`config.mk`:
```
export PLATFORM = sky130hd
export DESIGN_NAME = chip_link_top
export DESIGN_NICKNAME = d
export VERILOG_FILES = /design/src/link_pkg.sv /design/src/beat_fifo.sv /design/src/link_dir_fsm.sv /design/src/link_port.sv /design/src/inbound_router.sv /design/src/outbound_merger.sv /design/src/chip_link_top.sv
export VERILOG_INCLUDE_DIRS = /design/src
export SDC_FILE = /design/constraint.sdc
export NUM_CORES = 1
export LEC_CHECK = 0
export BUFFER_PORTS_ARGS = -buffer_cell sky130_fd_sc_hd__buf_2
export CORE_MARGIN = 1
export CORE_UTILIZATION = 40
export CTS_BUF_LIST = sky130_fd_sc_hd__clkbuf_2
export CTS_CLUSTER_SIZE = 20
export DETAILED_ROUTE_END_ITERATION = 8
export SYNTH_ARGS = -nofsm -noshare
export SYNTH_HDL_FRONTEND = slang
export SYNTH_SLANG_ARGS = --single-unit
```
`constraint.sdc`:
```
create_clock -name clk -period 5.1 [get_ports clk]
set_clock_uncertainty 0.1 [all_clocks]
set_input_delay 0.255 -clock clk [delete_from_list [all_inputs] [get_ports clk]]
set_output_delay 0.255 -clock clk [all_outputs]
set_load 0.05 [all_outputs]
```
`src/link_defs.svh`:
```
// Link defaults for beat width and FIFO depth
`ifndef LINK_DEFS_SVH
`define LINK_DEFS_SVH

// ------------------------------
// Data path
// ------------------------------

// Width of one data beat on the link
`define LINK_DATA_W 32

// ------------------------------
// Buffering
// ------------------------------

// log2 of the FIFO depth, 16 entries
`define LINK_FIFO_AW 4

`endif

```
`src/link_pkg.sv`:
```
// Link package with beat structs and direction state
`include "link_defs.svh"

package link_pkg;

    // ------------------------------
    // Beats
    // ------------------------------

    // Inbound beat, tag set steers it to ccu
    typedef struct packed {
        logic [`LINK_DATA_W-1:0] data;
        logic                    last;
        logic                    tag;
    } in_beat_t;

    // Outbound beat with command flag
    typedef struct packed {
        logic [`LINK_DATA_W-1:0] data;
        logic                    cmd;
        logic                    last;
    } out_beat_t;

    // ------------------------------
    // Direction
    // ------------------------------

    typedef enum logic [1:0] {
        DIR_IDLE = 2'd0,
        DIR_IN   = 2'd1,
        DIR_OUT  = 2'd2
    } link_dir_t;

endpackage

```
`src/beat_fifo.sv`:
```
// Beat FIFO, synchronous first-word-fall-through buffer for one payload type
`include "link_defs.svh"

module beat_fifo
    import link_pkg::*;
#(
    parameter type beat_t = in_beat_t,
    parameter int  ADDR_W = `LINK_FIFO_AW
) (
    input  logic  clk,
    input  logic  rst_n,

    // Write side
    input  logic  push_i,
    input  beat_t push_beat_i,
    output logic  full_o,

    // Read side
    input  logic  pop_i,
    output beat_t head_o,
    output logic  empty_o
);

    localparam int DEPTH = 1 << ADDR_W;

    beat_t             mem [DEPTH];
    logic [ADDR_W:0]   wr_ptr;
    logic [ADDR_W:0]   rd_ptr;
    logic              wr_en;
    logic              rd_en;

    // ------------------------------
    // Status
    // ------------------------------

    // Extra pointer bit tells full from empty
    assign empty_o = (wr_ptr == rd_ptr);
    assign full_o  = (wr_ptr[ADDR_W] != rd_ptr[ADDR_W]) &&
                     (wr_ptr[ADDR_W-1:0] == rd_ptr[ADDR_W-1:0]);

    assign wr_en = push_i && !full_o;
    assign rd_en = pop_i && !empty_o;

    // Head shows the oldest entry straight away
    assign head_o = mem[rd_ptr[ADDR_W-1:0]];

    // ------------------------------
    // Storage and pointers
    // ------------------------------

    always_ff @(posedge clk) begin
        if (wr_en) begin
            mem[wr_ptr[ADDR_W-1:0]] <= push_beat_i;
        end
    end

    always_ff @(posedge clk or negedge rst_n) begin
        if (!rst_n) begin
            wr_ptr <= '0;
            rd_ptr <= '0;
        end else begin
            if (wr_en) begin
                wr_ptr <= wr_ptr + 1'b1;
            end
            if (rd_en) begin
                rd_ptr <= rd_ptr + 1'b1;
            end
        end
    end

    // Producer must respect full, consumer must respect empty
    a_no_push_full : assert property (
        @(posedge clk) disable iff (!rst_n) !(push_i && full_o)
    );

    a_no_pop_empty : assert property (
        @(posedge clk) disable iff (!rst_n) !(pop_i && empty_o)
    );

endmodule

```
`src/link_dir_fsm.sv`:
```
// Direction FSM, grants the link to one inbound or outbound burst at a time
`include "link_defs.svh"

module link_dir_fsm
    import link_pkg::*;
(
    input  logic      clk,
    input  logic      rst_n,

    // Burst requests
    input  logic      off_in_vld_i,
    input  logic      mon_vld_i,
    input  logic      gic_vld_i,

    // Burst completion
    input  logic      in_last_done_i,
    input  logic      out_last_done_i,

    output link_dir_t dir_o
);

    link_dir_t state_q;
    link_dir_t state_d;

    // ------------------------------
    // Next state
    // ------------------------------

    always_comb begin
        state_d = state_q;
        case (state_q)
            DIR_IDLE: begin
                // Inbound wins a tie with on-chip requests
                if (off_in_vld_i) begin
                    state_d = DIR_IN;
                end else if (mon_vld_i || gic_vld_i) begin
                    state_d = DIR_OUT;
                end
            end
            DIR_IN: begin
                if (in_last_done_i) begin
                    state_d = DIR_IDLE;
                end
            end
            DIR_OUT: begin
                if (out_last_done_i) begin
                    state_d = DIR_IDLE;
                end
            end
            default: begin
                state_d = DIR_IDLE;
            end
        endcase
    end

    // ------------------------------
    // State register
    // ------------------------------

    always_ff @(posedge clk or negedge rst_n) begin
        if (!rst_n) begin
            state_q <= DIR_IDLE;
        end else begin
            state_q <= state_d;
        end
    end

    assign dir_o = state_q;

    a_state_legal : assert property (
        @(posedge clk) disable iff (!rst_n) state_q inside {DIR_IDLE, DIR_IN, DIR_OUT}
    );

endmodule

```
`src/link_port.sv`:
```
// Off-chip port that takes inbound beats into the FIFO and drives outbound beats
`include "link_defs.svh"

module link_port
    import link_pkg::*;
(
    input  logic      clk,
    input  logic      rst_n,
    input  link_dir_t dir_i,

    // Off-chip inbound
    input  logic      off_in_vld_i,
    input  in_beat_t  off_in_beat_i,
    output logic      off_in_rdy_o,

    // Inbound FIFO write side
    output logic      in_push_o,
    output in_beat_t  in_push_beat_o,
    input  logic      in_full_i,

    // Outbound FIFO read side
    input  out_beat_t out_head_i,
    input  logic      out_empty_i,
    output logic      out_pop_o,

    // Off-chip outbound
    output logic      off_out_vld_o,
    output out_beat_t off_out_beat_o,
    input  logic      off_out_rdy_i,
    output logic      oe_o,

    output logic      out_last_done_o
);

    logic in_done_q;
    logic in_open;

    // ------------------------------
    // Inbound
    // ------------------------------

    // Stop taking beats once the last one is in
    assign in_open        = (dir_i == DIR_IN) && !in_done_q;
    assign off_in_rdy_o   = in_open && !in_full_i;
    assign in_push_o      = off_in_vld_i && off_in_rdy_o;
    assign in_push_beat_o = off_in_beat_i;

    always_ff @(posedge clk or negedge rst_n) begin
        if (!rst_n) begin
            in_done_q <= 1'b0;
        end else if (dir_i != DIR_IN) begin
            in_done_q <= 1'b0;
        end else if (in_push_o && off_in_beat_i.last) begin
            in_done_q <= 1'b1;
        end
    end

    // ------------------------------
    // Outbound
    // ------------------------------

    // Bus is driven only while outbound
    assign oe_o            = (dir_i == DIR_OUT);
    assign off_out_vld_o   = oe_o && !out_empty_i;
    assign off_out_beat_o  = oe_o ? out_head_i : '0;
    assign out_pop_o       = off_out_vld_o && off_out_rdy_i;
    assign out_last_done_o = out_pop_o && out_head_i.last;

    a_oe_excl_rdy : assert property (
        @(posedge clk) disable iff (!rst_n) !(oe_o && off_in_rdy_o)
    );

endmodule

```
`src/inbound_router.sv`:
```
// Inbound router, steers the FIFO head to ccu or gic by its tag
`include "link_defs.svh"

module inbound_router
    import link_pkg::*;
(
    // Inbound FIFO read side
    input  in_beat_t                in_head_i,
    input  logic                    in_empty_i,
    output logic                    in_pop_o,

    // Instruction port
    output logic                    ccu_vld_o,
    output logic [`LINK_DATA_W-1:0] ccu_data_o,
    output logic                    ccu_last_o,
    input  logic                    ccu_rdy_i,

    // Buffer-controller port
    output logic                    gic_vld_o,
    output logic [`LINK_DATA_W-1:0] gic_data_o,
    output logic                    gic_last_o,
    input  logic                    gic_rdy_i,

    output logic                    in_last_done_o
);

    logic ccu_hs;
    logic gic_hs;

    // Tag picks the target
    assign ccu_vld_o  = !in_empty_i && in_head_i.tag;
    assign gic_vld_o  = !in_empty_i && !in_head_i.tag;

    assign ccu_data_o = in_head_i.data;
    assign ccu_last_o = in_head_i.last;
    assign gic_data_o = in_head_i.data;
    assign gic_last_o = in_head_i.last;

    // Pop on the chosen handshake only
    assign ccu_hs   = ccu_vld_o && ccu_rdy_i;
    assign gic_hs   = gic_vld_o && gic_rdy_i;
    assign in_pop_o = ccu_hs || gic_hs;

    assign in_last_done_o = in_pop_o && in_head_i.last;

endmodule

```
`src/outbound_merger.sv`:
```
// Outbound merger, locks the monitor or gic source per burst and fills the FIFO
`include "link_defs.svh"

module outbound_merger
    import link_pkg::*;
(
    input  logic                    clk,
    input  logic                    rst_n,
    input  link_dir_t               dir_i,

    // Monitor source
    input  logic                    mon_vld_i,
    input  logic [`LINK_DATA_W-1:0] mon_data_i,
    input  logic                    mon_last_i,
    output logic                    mon_rdy_o,

    // Buffer-controller source
    input  logic                    gic_vld_i,
    input  out_beat_t               gic_beat_i,
    output logic                    gic_rdy_o,

    // Outbound FIFO write side
    output logic                    out_push_o,
    output out_beat_t               out_push_beat_o,
    input  logic                    out_full_i
);

    logic locked_q;
    logic src_mon_q;
    logic done_q;
    logic active;
    logic sel_mon;

    // ------------------------------
    // Source select
    // ------------------------------

    // First outbound cycle picks by mon_vld_i, later cycles use the lock
    assign sel_mon = locked_q ? src_mon_q : mon_vld_i;
    assign active  = (dir_i == DIR_OUT) && !done_q;

    assign mon_rdy_o  = active && sel_mon && !out_full_i;
    assign gic_rdy_o  = active && !sel_mon && !out_full_i;
    assign out_push_o = (mon_vld_i && mon_rdy_o) || (gic_vld_i && gic_rdy_o);

    always_comb begin
        out_push_beat_o = gic_beat_i;
        if (sel_mon) begin
            out_push_beat_o.data = mon_data_i;
            out_push_beat_o.cmd  = 1'b0;
            out_push_beat_o.last = mon_last_i;
        end
    end

    // ------------------------------
    // Burst tracking
    // ------------------------------

    always_ff @(posedge clk or negedge rst_n) begin
        if (!rst_n) begin
            locked_q  <= 1'b0;
            src_mon_q <= 1'b0;
            done_q    <= 1'b0;
        end else if (dir_i != DIR_OUT) begin
            locked_q <= 1'b0;
            done_q   <= 1'b0;
        end else begin
            if (!locked_q) begin
                locked_q  <= 1'b1;
                src_mon_q <= mon_vld_i;
            end
            // Hold off until the state leaves outbound
            if (out_push_o && out_push_beat_o.last) begin
                done_q <= 1'b1;
            end
        end
    end

endmodule

```
`src/chip_link_top.sv`:
```
// Chip link top, half-duplex off-chip link with direction FSM and beat FIFOs
`include "link_defs.svh"

module chip_link_top
    import link_pkg::*;
(
    input  logic                    clk,
    input  logic                    rst_n,

    // Off-chip inbound
    input  logic                    off_in_vld_i,
    input  in_beat_t                off_in_beat_i,
    output logic                    off_in_rdy_o,

    // Off-chip outbound
    output logic                    off_out_vld_o,
    output out_beat_t               off_out_beat_o,
    input  logic                    off_out_rdy_i,
    output logic                    oe_o,

    // Instruction port
    output logic                    ccu_vld_o,
    output logic [`LINK_DATA_W-1:0] ccu_data_o,
    output logic                    ccu_last_o,
    input  logic                    ccu_rdy_i,

    // Buffer controller, inbound side
    output logic                    gic_vld_o,
    output logic [`LINK_DATA_W-1:0] gic_data_o,
    output logic                    gic_last_o,
    input  logic                    gic_rdy_i,

    // Buffer controller, outbound side
    input  logic                    gic_vld_i,
    input  out_beat_t               gic_beat_i,
    output logic                    gic_rdy_o,

    // Monitor
    input  logic                    mon_vld_i,
    input  logic [`LINK_DATA_W-1:0] mon_data_i,
    input  logic                    mon_last_i,
    output logic                    mon_rdy_o
);

    link_dir_t dir;

    logic      in_push;
    in_beat_t  in_push_beat;
    logic      in_full;
    logic      in_pop;
    in_beat_t  in_head;
    logic      in_empty;
    logic      in_last_done;

    logic      out_push;
    out_beat_t out_push_beat;
    logic      out_full;
    logic      out_pop;
    out_beat_t out_head;
    logic      out_empty;
    logic      out_last_done;

    // ------------------------------
    // Control
    // ------------------------------

    link_dir_fsm u_dir_fsm (
        .clk             (clk),
        .rst_n           (rst_n),
        .off_in_vld_i    (off_in_vld_i),
        .mon_vld_i       (mon_vld_i),
        .gic_vld_i       (gic_vld_i),
        .in_last_done_i  (in_last_done),
        .out_last_done_i (out_last_done),
        .dir_o           (dir)
    );

    // ------------------------------
    // Producers
    // ------------------------------

    link_port u_port (
        .clk             (clk),
        .rst_n           (rst_n),
        .dir_i           (dir),
        .off_in_vld_i    (off_in_vld_i),
        .off_in_beat_i   (off_in_beat_i),
        .off_in_rdy_o    (off_in_rdy_o),
        .in_push_o       (in_push),
        .in_push_beat_o  (in_push_beat),
        .in_full_i       (in_full),
        .out_head_i      (out_head),
        .out_empty_i     (out_empty),
        .out_pop_o       (out_pop),
        .off_out_vld_o   (off_out_vld_o),
        .off_out_beat_o  (off_out_beat_o),
        .off_out_rdy_i   (off_out_rdy_i),
        .oe_o            (oe_o),
        .out_last_done_o (out_last_done)
    );

    outbound_merger u_merger (
        .clk             (clk),
        .rst_n           (rst_n),
        .dir_i           (dir),
        .mon_vld_i       (mon_vld_i),
        .mon_data_i      (mon_data_i),
        .mon_last_i      (mon_last_i),
        .mon_rdy_o       (mon_rdy_o),
        .gic_vld_i       (gic_vld_i),
        .gic_beat_i      (gic_beat_i),
        .gic_rdy_o       (gic_rdy_o),
        .out_push_o      (out_push),
        .out_push_beat_o (out_push_beat),
        .out_full_i      (out_full)
    );

    // ------------------------------
    // Buffers
    // ------------------------------

    beat_fifo #(
        .beat_t (in_beat_t),
        .ADDR_W (`LINK_FIFO_AW)
    ) u_in_fifo (
        .clk         (clk),
        .rst_n       (rst_n),
        .push_i      (in_push),
        .push_beat_i (in_push_beat),
        .full_o      (in_full),
        .pop_i       (in_pop),
        .head_o      (in_head),
        .empty_o     (in_empty)
    );

    beat_fifo #(
        .beat_t (out_beat_t),
        .ADDR_W (`LINK_FIFO_AW)
    ) u_out_fifo (
        .clk         (clk),
        .rst_n       (rst_n),
        .push_i      (out_push),
        .push_beat_i (out_push_beat),
        .full_o      (out_full),
        .pop_i       (out_pop),
        .head_o      (out_head),
        .empty_o     (out_empty)
    );

    // ------------------------------
    // Consumer
    // ------------------------------

    inbound_router u_router (
        .in_head_i      (in_head),
        .in_empty_i     (in_empty),
        .in_pop_o       (in_pop),
        .ccu_vld_o      (ccu_vld_o),
        .ccu_data_o     (ccu_data_o),
        .ccu_last_o     (ccu_last_o),
        .ccu_rdy_i      (ccu_rdy_i),
        .gic_vld_o      (gic_vld_o),
        .gic_data_o     (gic_data_o),
        .gic_last_o     (gic_last_o),
        .gic_rdy_i      (gic_rdy_i),
        .in_last_done_o (in_last_done)
    );

endmodule

```
# Yosys cells after proc, flatten, opt, wreduce, memory -nomap -nowiden
# Memory sizes are Yosys's and may differ from the RTL's.
# Cells that the tools add are included.
# Widths: inputs -> output; s select.
# totals
output_inout_bits	107
wordCells	86
mem_bits_rw	1088
reg_bits	26
n_memories	2
# mem_list
memory	depth	width	read_ports	rd_ports_with_merged_regs	write_ports	line_no	source
u_in_fifo.mem	16	34	1	0	1	beat_fifo.sv:26	beat_t mem [DEPTH];
u_out_fifo.mem	16	34	1	0	1	beat_fifo.sv:26	
# classes
reduce_logical	41
n_addsub	4
n_mux	17
n_eq_ne	13
# op_table
operator	count
$mux 34	2
$logic_and 1x1->1	26
$add 5x1->5 const B	4
$eq 5x5->1	2
$mux 1	10
$eq 4x4->1	2
$logic_not 1->1	8
$mux 2	4
$ne 2x2->1 const B	3
$pmux 2 s3	1
$reduce_bool 2->1	2
$logic_or 1x1->1	3
$ne 3x2->1 const B	1
$reduce_and 3->1	1
$eq 2x1->1 const B	1
$eq 2x2->1 const B	1
$logic_not 2->1	1
$ne 1x1->1	2
$ne 2x1->1 const B	1

# Depth between registers and ports, before layout
# Gate-level depths: netlist of run 1.
# depth
ltp_word	9
mapped_depth	8
depth_no_buf	6

# Cells and area by module
# Synthesis of run 1 repeated with hierarchy kept, for this count alone.
# hier_totals
cells_unflattened	2042
hier_area_um2	43848.3
# modules_own_cells
module	area_per_inst_um2	n_inst	cells_per_inst
beat_fifo at u_in_fifo	21040.2	1	914
beat_fifo at u_out_fifo	20996.4	1	911
link_port	609.3	1	82
outbound_merger	579.3	1	55
inbound_router	531.8	1	71
link_dir_fsm	91.3	1	9

# Worst setup path after synthesis of run 1
# No wires, ideal clock.
# synth_timing
kind	reg-to-reg
startpoint	register u_in_fifo.rd_ptr[1]
endpoint	memory u_in_fifo.mem[4][0] in the netlist's numbering (enable)
path_stages_with_launch	9
n_path_buf	2
arrival_time_ns	4.954
setup_ns	0.475
path_slack_ns	-0.429
synth_period_minus_slack_ns	5.529
required_ns	4.525
cell_sequence	dfrtp_1 -> buf_6 -> xor2_1 -> nor4_1 -> a2111oi_2 -> and2_1 -> buf_4 -> nand2_1 -> nor3b_1
# synth_between
elab_chain_cells	8
# synth_lines
item	line_no	source
from (decl)	beat_fifo.sv:28	logic [ADDR_W:0] rd_ptr;
from (signal assigned)	beat_fifo.sv:66	rd_ptr <= rd_ptr + 1'b1;
$eq 4x4->1	beat_fifo.sv:39	(wr_ptr[ADDR_W-1:0] == rd_ptr[ADDR_W-1:0]);
$logic_and 1x1->1	beat_fifo.sv:38	assign full_o = (wr_ptr[ADDR_W] != rd_ptr[ADDR_W]) &&
$logic_not 1->1	link_port.sv:44	assign off_in_rdy_o = in_open && !in_full_i;
$logic_and 1x1->1	link_port.sv:44	
named net off_in_rdy_o	chip_link_top.sv:13	output logic off_in_rdy_o,
$logic_and 1x1->1	link_port.sv:45	assign in_push_o = off_in_vld_i && off_in_rdy_o;
$logic_and 1x1->1	beat_fifo.sv:41	assign wr_en = push_i && !full_o;
$mux 1	beat_fifo.sv:52	if (wr_en) begin
$mux 1 (implied by the code)	beat_fifo.sv:53	mem[wr_ptr[ADDR_W-1:0]] <= push_beat_i;
to (decl)	beat_fifo.sv:26	
# The timed path passes the listed nets, and every way through them passes these cells.

# Worst setup path in the final report of run 1
# layout_timing
startpoint	register u_in_fifo.rd_ptr[1]
endpoint	output port gic_data_o[16]
# layout_between
elab_chain_cells	1
# layout_lines
item	line_no	source
$mem_v2 16x34	n/a	
to (decl)	chip_link_top.sv:29	output logic [`LINK_DATA_W-1:0] gic_data_o,
# No other way between the ends.

==> results of run 1 <==
## critical path, delay by kind of cell (launching register included)
kind                   cells  cell delay (ns)
muxes                      2             1.00
DFF                        1             0.95
buffers and inverters      2             0.88
## where the power goes
| group | switching [uW] | internal [uW] |
|---|---|---|
| registers | 395 | 10700 |
| clock network | 3420 | 2310 |
| logic | 6050 | 3860 |
| total | 9860 | 16900 |
## kinds of logic after synthesis
kind of cell,share of synthesized area
flops,0.769
mux,0.186
buf+inv,0.0176
simple gates,0.0165
xor+xnor,0.00545
compound gates,0.00274
fa+ha+maj,0.00289
## metal layers
metal,share of wire,global-route usage
met5,0.00041,0
met3,0.057,0.0450
met1,0.39,0.222
met2,0.53,0.318
met4,0.023,0.0666
## Yosys cell counts (all sizes together) (6+ instances only)
cell type	number	area, um^2
nand2	20	75.1
clkbuf	35	131
nor2b	36	225
xor2	13	114
nor3b	6	50.1
buf	93	603
nor3	8	51.3
nor2	24	90.1
mux4	336	7570
edfxtp	1088	32700
ha	10	125
nand4	7	43.8
mux2i	7	82.6
xnor2	14	123
inv	8	30.0
mux2	38	428
and2	15	93.8
dfrtp	26	651
## sequential cells by signal, indices dropped and copies added (netlist names)
| name | cells |
|---|---|
| u_in_fifo.mem | 544 |
| u_out_fifo.wr_ptr | 5 |
| u_in_fifo.wr_ptr | 5 |
| u_merger.src_mon_q | 1 |
| u_out_fifo.mem | 544 |
| u_merger.done_q | 1 |
| u_out_fifo.rd_ptr | 5 |
| u_merger.locked_q | 1 |
| u_in_fifo.rd_ptr | 5 |
| u_dir_fsm.dir_o | 2 |
| u_port.in_done_q | 1 |
## stage by stage
stage	cell area, um^2	total power, uW	TNS [ns]
CTS	50800	27200	0
global placement	46100	21100	0
finish	50800	26800	0
detailed placement	46100	21200	0
global route	50800	28000	0
floorplan	43400	19000	-56.64
## cell type report
class / instances / area (um^2) / share of cell area
Sequential cell: 1114 / 33300 / 0.656
Multi-Input combinational cell: 562 / 9430 / 0.186
Timing Repair Buffer: 489 / 3840 / 0.0755
Clock buffer: 391 / 1960 / 0.0385
Tap cell: 1403 / 1760 / 0.0346
Clock inverter: 77 / 430 / 0.00847
Inverter: 8 / 30.0 / 0.000591
Antenna cell: 6 / 15.0 / 0.000296
## path summary, 6_finish.rpt
kind | from | endpoint | slack, ns | depth (start not counted)
worst min-delay path | rst_n | u_in_fifo.rd_ptr[4] | 0.31 | 5
min in group clk | off_in_beat_i[17] | u_in_fifo.mem[2][17] | 0.36 | 3
worst max register to register | u_in_fifo.rd_ptr[1] | u_dir_fsm.dir_o[0] | 0.78 | 8
worst min register to register | u_in_fifo.wr_ptr[4] | u_in_fifo.wr_ptr[4] | 0.40 | 1
worst max-delay path | u_in_fifo.rd_ptr[1] | gic_data_o[16] | 0.40 | 4
max in group asynchronous | rst_n | u_out_fifo.rd_ptr[2] | 4.35 | 5
## repair_timing
item,in CTS,in global routing
endpoints found under the setup margin,51,1
hold buffers,225,0
resized for setup,4,1
cloned,0,0
endpoints found under the hold margin,1883,0
==> flow_summary.json, run 1 <==
{
  "grt_setup_unrepaired": "no",
  "crit_fanout": 49,
  "ys_ff_latch": 1114,
  "routed_wl_mm": 99.3,
  "clkLatencyLatePin_ns": 1.45,
  "post-dp-hpwl_mm": 54.4,
  "place_ws_ns": 1.13,
  "holdWs_ns": 0.308,
  "avgSynthCellArea_um2": 23.9,
  "path_cells": "buf_4, mux4_2, mux4_2, buf_2",
  "num-fill-cells": 9017,
  "final_cells": 4050,
  "setup_viol": 0,
  "hold_violations": 0,
  "io_pins": 216,
  "max_cap_viol_count": 0,
  "drt_iter0_drc": 1378,
  "grt_max_degree": 76,
  "ant_nets": 0,
  "cp.required_ns": 4.74,
  "die_y_um": 331,
  "synth_flop_cell": "edfxtp_1",
  "grt_usage": 0.183,
  "period_needed_ns": 4.70,
  "hold_class": "input port to asynchronous set/reset pin",
  "ys_seq_area_frac": 0.769,
  "async_flop_share": 0.0233,
  "setup_ws_ns": 0.405,
  "critPathKind": "register to output pin",
  "slew_headroom": 0.235,
  "final_cell_mix": "edfxtp_1 (1088), clkbuf_2 (391), mux4_2 (336), dlygate4sd3_1 (224), buf_2 (215)",
  "cp.arrival_ns": 4.34,
  "die_w_um": 331,
  "fp-row-count": 120,
  "drv_slew": 0,
  "gr-total-overflow": 0,
  "worst_pin_slew_ns": 1.15,
  "cp-start-kind": "register",
  "fp.coreArea_um2": 107000,
  "vias": 21100,
  "drtPass1Iterations": 5,
  "grt_pass1_wl_mm": 147,
  "antenna_found_initial": 6,
  "drive_above_1_share": 0.415,
  "drc": 0,
  "finalCritPeriodShare": 0.921,
  "max_freq_mhz": 213,
  "start_util": 0.404,
  "leakage_uw": 0.0169,
  "area_delta_synth_final_pct": 17.2,
  "numPlacedInstances": 3351,
  "grt_pass1_vias": 23100,
  "io_buffers": 215,
  "synthCells": 1812,
  "wl_per_cell_um": 24.5,
  "gp_congestion": 0.748,
  "clock_path_buffers": 4,
  "ir_drop_mv": 0.382,
  "htreeDepth": 5,
  "avgViaCountPerCell": 5.21,
  "layout_commonest_cell": "edfxtp_1",
  "ys_warn_count": 0,
  "die_area_um2": 110000,
  "postCtsSetupRepairBufs": 0,
  "nets": 2587,
  "worstSetupEndpointType": "output pin",
  "clkTransAtPathRegs_ns": 0.11,
  "cts-buffers-inserted": 293,
  "ys_types": 41,
  "power_per_cell_area_nw_per_um2": 527,
  "critPathMostFrequentCell": "mux4_2",
  "cts_tree": "done",
  "cpPeakStageDelay_ns": 0.95,
  "root_buffer": "clkbuf_2",
  "synth-edff-count": 1088,
  "post-route-util": 0.474,
  "outcome": "complete, no violations",
  "cp_slowest_cell": "dfrtp_4",
  "synth_nets": 1931,
  "cts_sinks": 1114,
  "syn_area_um2": 43400
}
Note: power is estimated with default switching activity, not from simulation.
==> run 2: changes to the inputs <==
- CELL_PAD_IN_SITES_DETAIL_PLACEMENT: unset -> 1
- CELL_PAD_IN_SITES_GLOBAL_PLACEMENT: unset -> 1
- PLACE_DENSITY_LB_ADDON: unset -> 0.1
==> run 2 against run 1 <==
Against the previous run: sequential share of layout area decreased by 0.50 points; first-iteration DRC count fell by 4.9%; routed wire length increased by 8.4%; non-clock buffer count up 9; critical path type unchanged; largest power group unchanged.
==> flow_summary.json, run 2 (synthesized netlist as in run 1, its figures left out) <==
{
  "hold_class": "input port to asynchronous set/reset pin",
  "pwr-share-clk": 0.227,
  "start_util": 0.404,
  "gp_congestion": 0.705,
  "gr-total-overflow": 0,
  "die_area_um2": 110000,
  "hold_violations": 0,
  "fp-row-count": 120,
  "cp-start-kind": "register",
  "place_ws_ns": 1.44,
  "post-dp-hpwl_mm": 56.0,
  "cts_tree": "done",
  "crit_fanout": 68,
  "vias": 21400,
  "period_needed_ns": 4.81,
  "cpPeakStageDelay_ns": 0.74,
  "max_freq_mhz": 208,
  "final_cell_mix": "edfxtp_1 (1088), clkbuf_2 (448), mux4_2 (336), dlygate4sd3_1 (223), buf_2 (215)",
  "routed_wl_mm": 108,
  "p_sw_uw": 10100,
  "io_buffers": 215,
  "path_cells": "buf_6, mux4_2, mux2i_1, a21oi_1, buf_2",
  "outcome": "complete, no violations",
  "area_delta_synth_final_pct": 18.1,
  "setup_tns_ns": 0,
  "slew_headroom": 0.270,
  "cp_slowest_cell": "dfrtp_4",
  "io_pins": 216,
  "clkLatencyLatePin_ns": 1.46,
  "finalCritPeriodShare": 0.943,
  "antenna_found_initial": 4,
  "grt_usage": 0.199,
  "critPathKind": "register to output pin",
  "htreeDepth": 5,
  "worst_pin_slew_ns": 1.09,
  "max_cap_viol_count": 0,
  "netSwitchingFraction": 0.369,
  "cp.required_ns": 4.74,
  "root_buffer": "clkbuf_2",
  "die_y_um": 331,
  "num-fill-cells": 9954,
  "avgViaCountPerCell": 5.23,
  "power_frac_seq": 0.405,
  "drt_iter0_drc": 1311,
  "power_frac_comb": 0.367,
  "cts-buffers-inserted": 308,
  "die_w_um": 331,
  "ant_nets": 0,
  "power_per_cell_area_nw_per_um2": 534,
  "setup_viol": 0,
  "drtPass1Iterations": 4,
  "grt_max_degree": 139,
  "worstSetupEndpointType": "output pin",
  "fp.coreArea_um2": 107000,
  "drv_slew": 0,
  "clkTransAtPathRegs_ns": 0.10,
  "layout_commonest_cell": "edfxtp_1",
  "postCtsSetupRepairBufs": 0,
  "ir_drop_mv": 0.548,
  "cts_sinks": 1114,
  "leakage_uw": 0.0172,
  "cp.arrival_ns": 4.45,
  "drive_above_1_share": 0.433,
  "p_int_uw": 17300,
  "drc": 0,
  "grt_pass1_vias": 24200,
  "setup_ws_ns": 0.290,
  "nets": 2611,
  "clock_path_buffers": 4,
  "wl_per_cell_um": 26.2,
  "grt_pass1_wl_mm": 158
}
-- run 2: changes by cell type in the layout (fill, tap and decap cells not counted), sizes merged --
cell and delta:
buf +9, bufbuf +1, bufinv +1, clkbuf +57, clkinv -13, dlygate4sd3 -1
-- run 2: critical path: cells and delay by family (launching register included) --
kind	cells	cell delay, ns
flops	1	0.74
mux	2	0.43
buf+inv	2	1.00
compound gates	1	0.70
-- run 2: power groups by stage --
| stage | sequential (uW) | clock (uW) | combinational (uW) |
|---|---|---|---|
| 2_1_floorplan | 11000 | 0 | 8010 |
| 3_3_place_gp | 11300 | 0 | 9900 |
| 3_5_place_dp | 11300 | 0 | 9980 |
| 4_1_cts | 11100 | 6490 | 10300 |
| 5_1_grt | 11100 | 6890 | 10700 |
| 6_report | 11100 | 6210 | 10000 |
-- run 2: per-stage QoR --
stage | util | instance area (um^2) | hold slack, ns | instances | power [uW]
final | 0.477 | 51200 | 0.261 | 4104 | 27300
after global routing | 0.477 | 51200 | 0.132 | 4103 | 28700
after CTS | 0.477 | 51200 | 0.00596 | 4098 | 27900
after detailed placement | 0.431 | 46200 | 0.245 | 3360 | 21300
after global placement | 0.431 | 46200 | 0.235 | 3360 | 21200
after floorplan | - | 43400 | -0.141 | 1812 | 19000
-- run 2: timing repair --
item | CTS | global route
hold buffers | 224 | 0
setup endpoints to repair | 23 | 0
gates resized for setup | 5 | 0
hold endpoints to repair | 2000 | 0
-- run 2: routing by layer --
metal  up-vias  global-route usage  part of all wire
met5         -                   0                 0
met4         0              0.0660             0.020
met3       173              0.0393             0.041
met2       598               0.349              0.53
met1     11500               0.245              0.41
li1       9191                   -                 -
-- run 2: cell type report --
type,count,area (um^2),share of cell area
diodes,6,15.0,0.000293
clock buffers,448,2240,0.0438
clock inverters,65,417,0.00814
inverters,8,30.0,0.000587
multi-input cells,562,9430,0.184
flip-flops and latches,1114,33300,0.651
well taps,1403,1760,0.0343
repair buffers,498,3960,0.0773
-- run 2: worst paths after layout --
check	start	endpoint	slack (ns)	cells after the start
max in group asynchronous	rst_n	u_in_fifo.rd_ptr[3]	4.41	5
max reg2reg	u_in_fifo.rd_ptr[1]	u_dir_fsm.dir_o[0]	0.86	9
min	rst_n	u_out_fifo.rd_ptr[0]	0.26	5
max	u_in_fifo.rd_ptr[1]	gic_last_o	0.29	5
min reg2reg	u_in_fifo.rd_ptr[4]	u_in_fifo.rd_ptr[4]	0.40	1
min in group clk	off_in_beat_i[30]	u_in_fifo.mem[13][30]	0.28	3
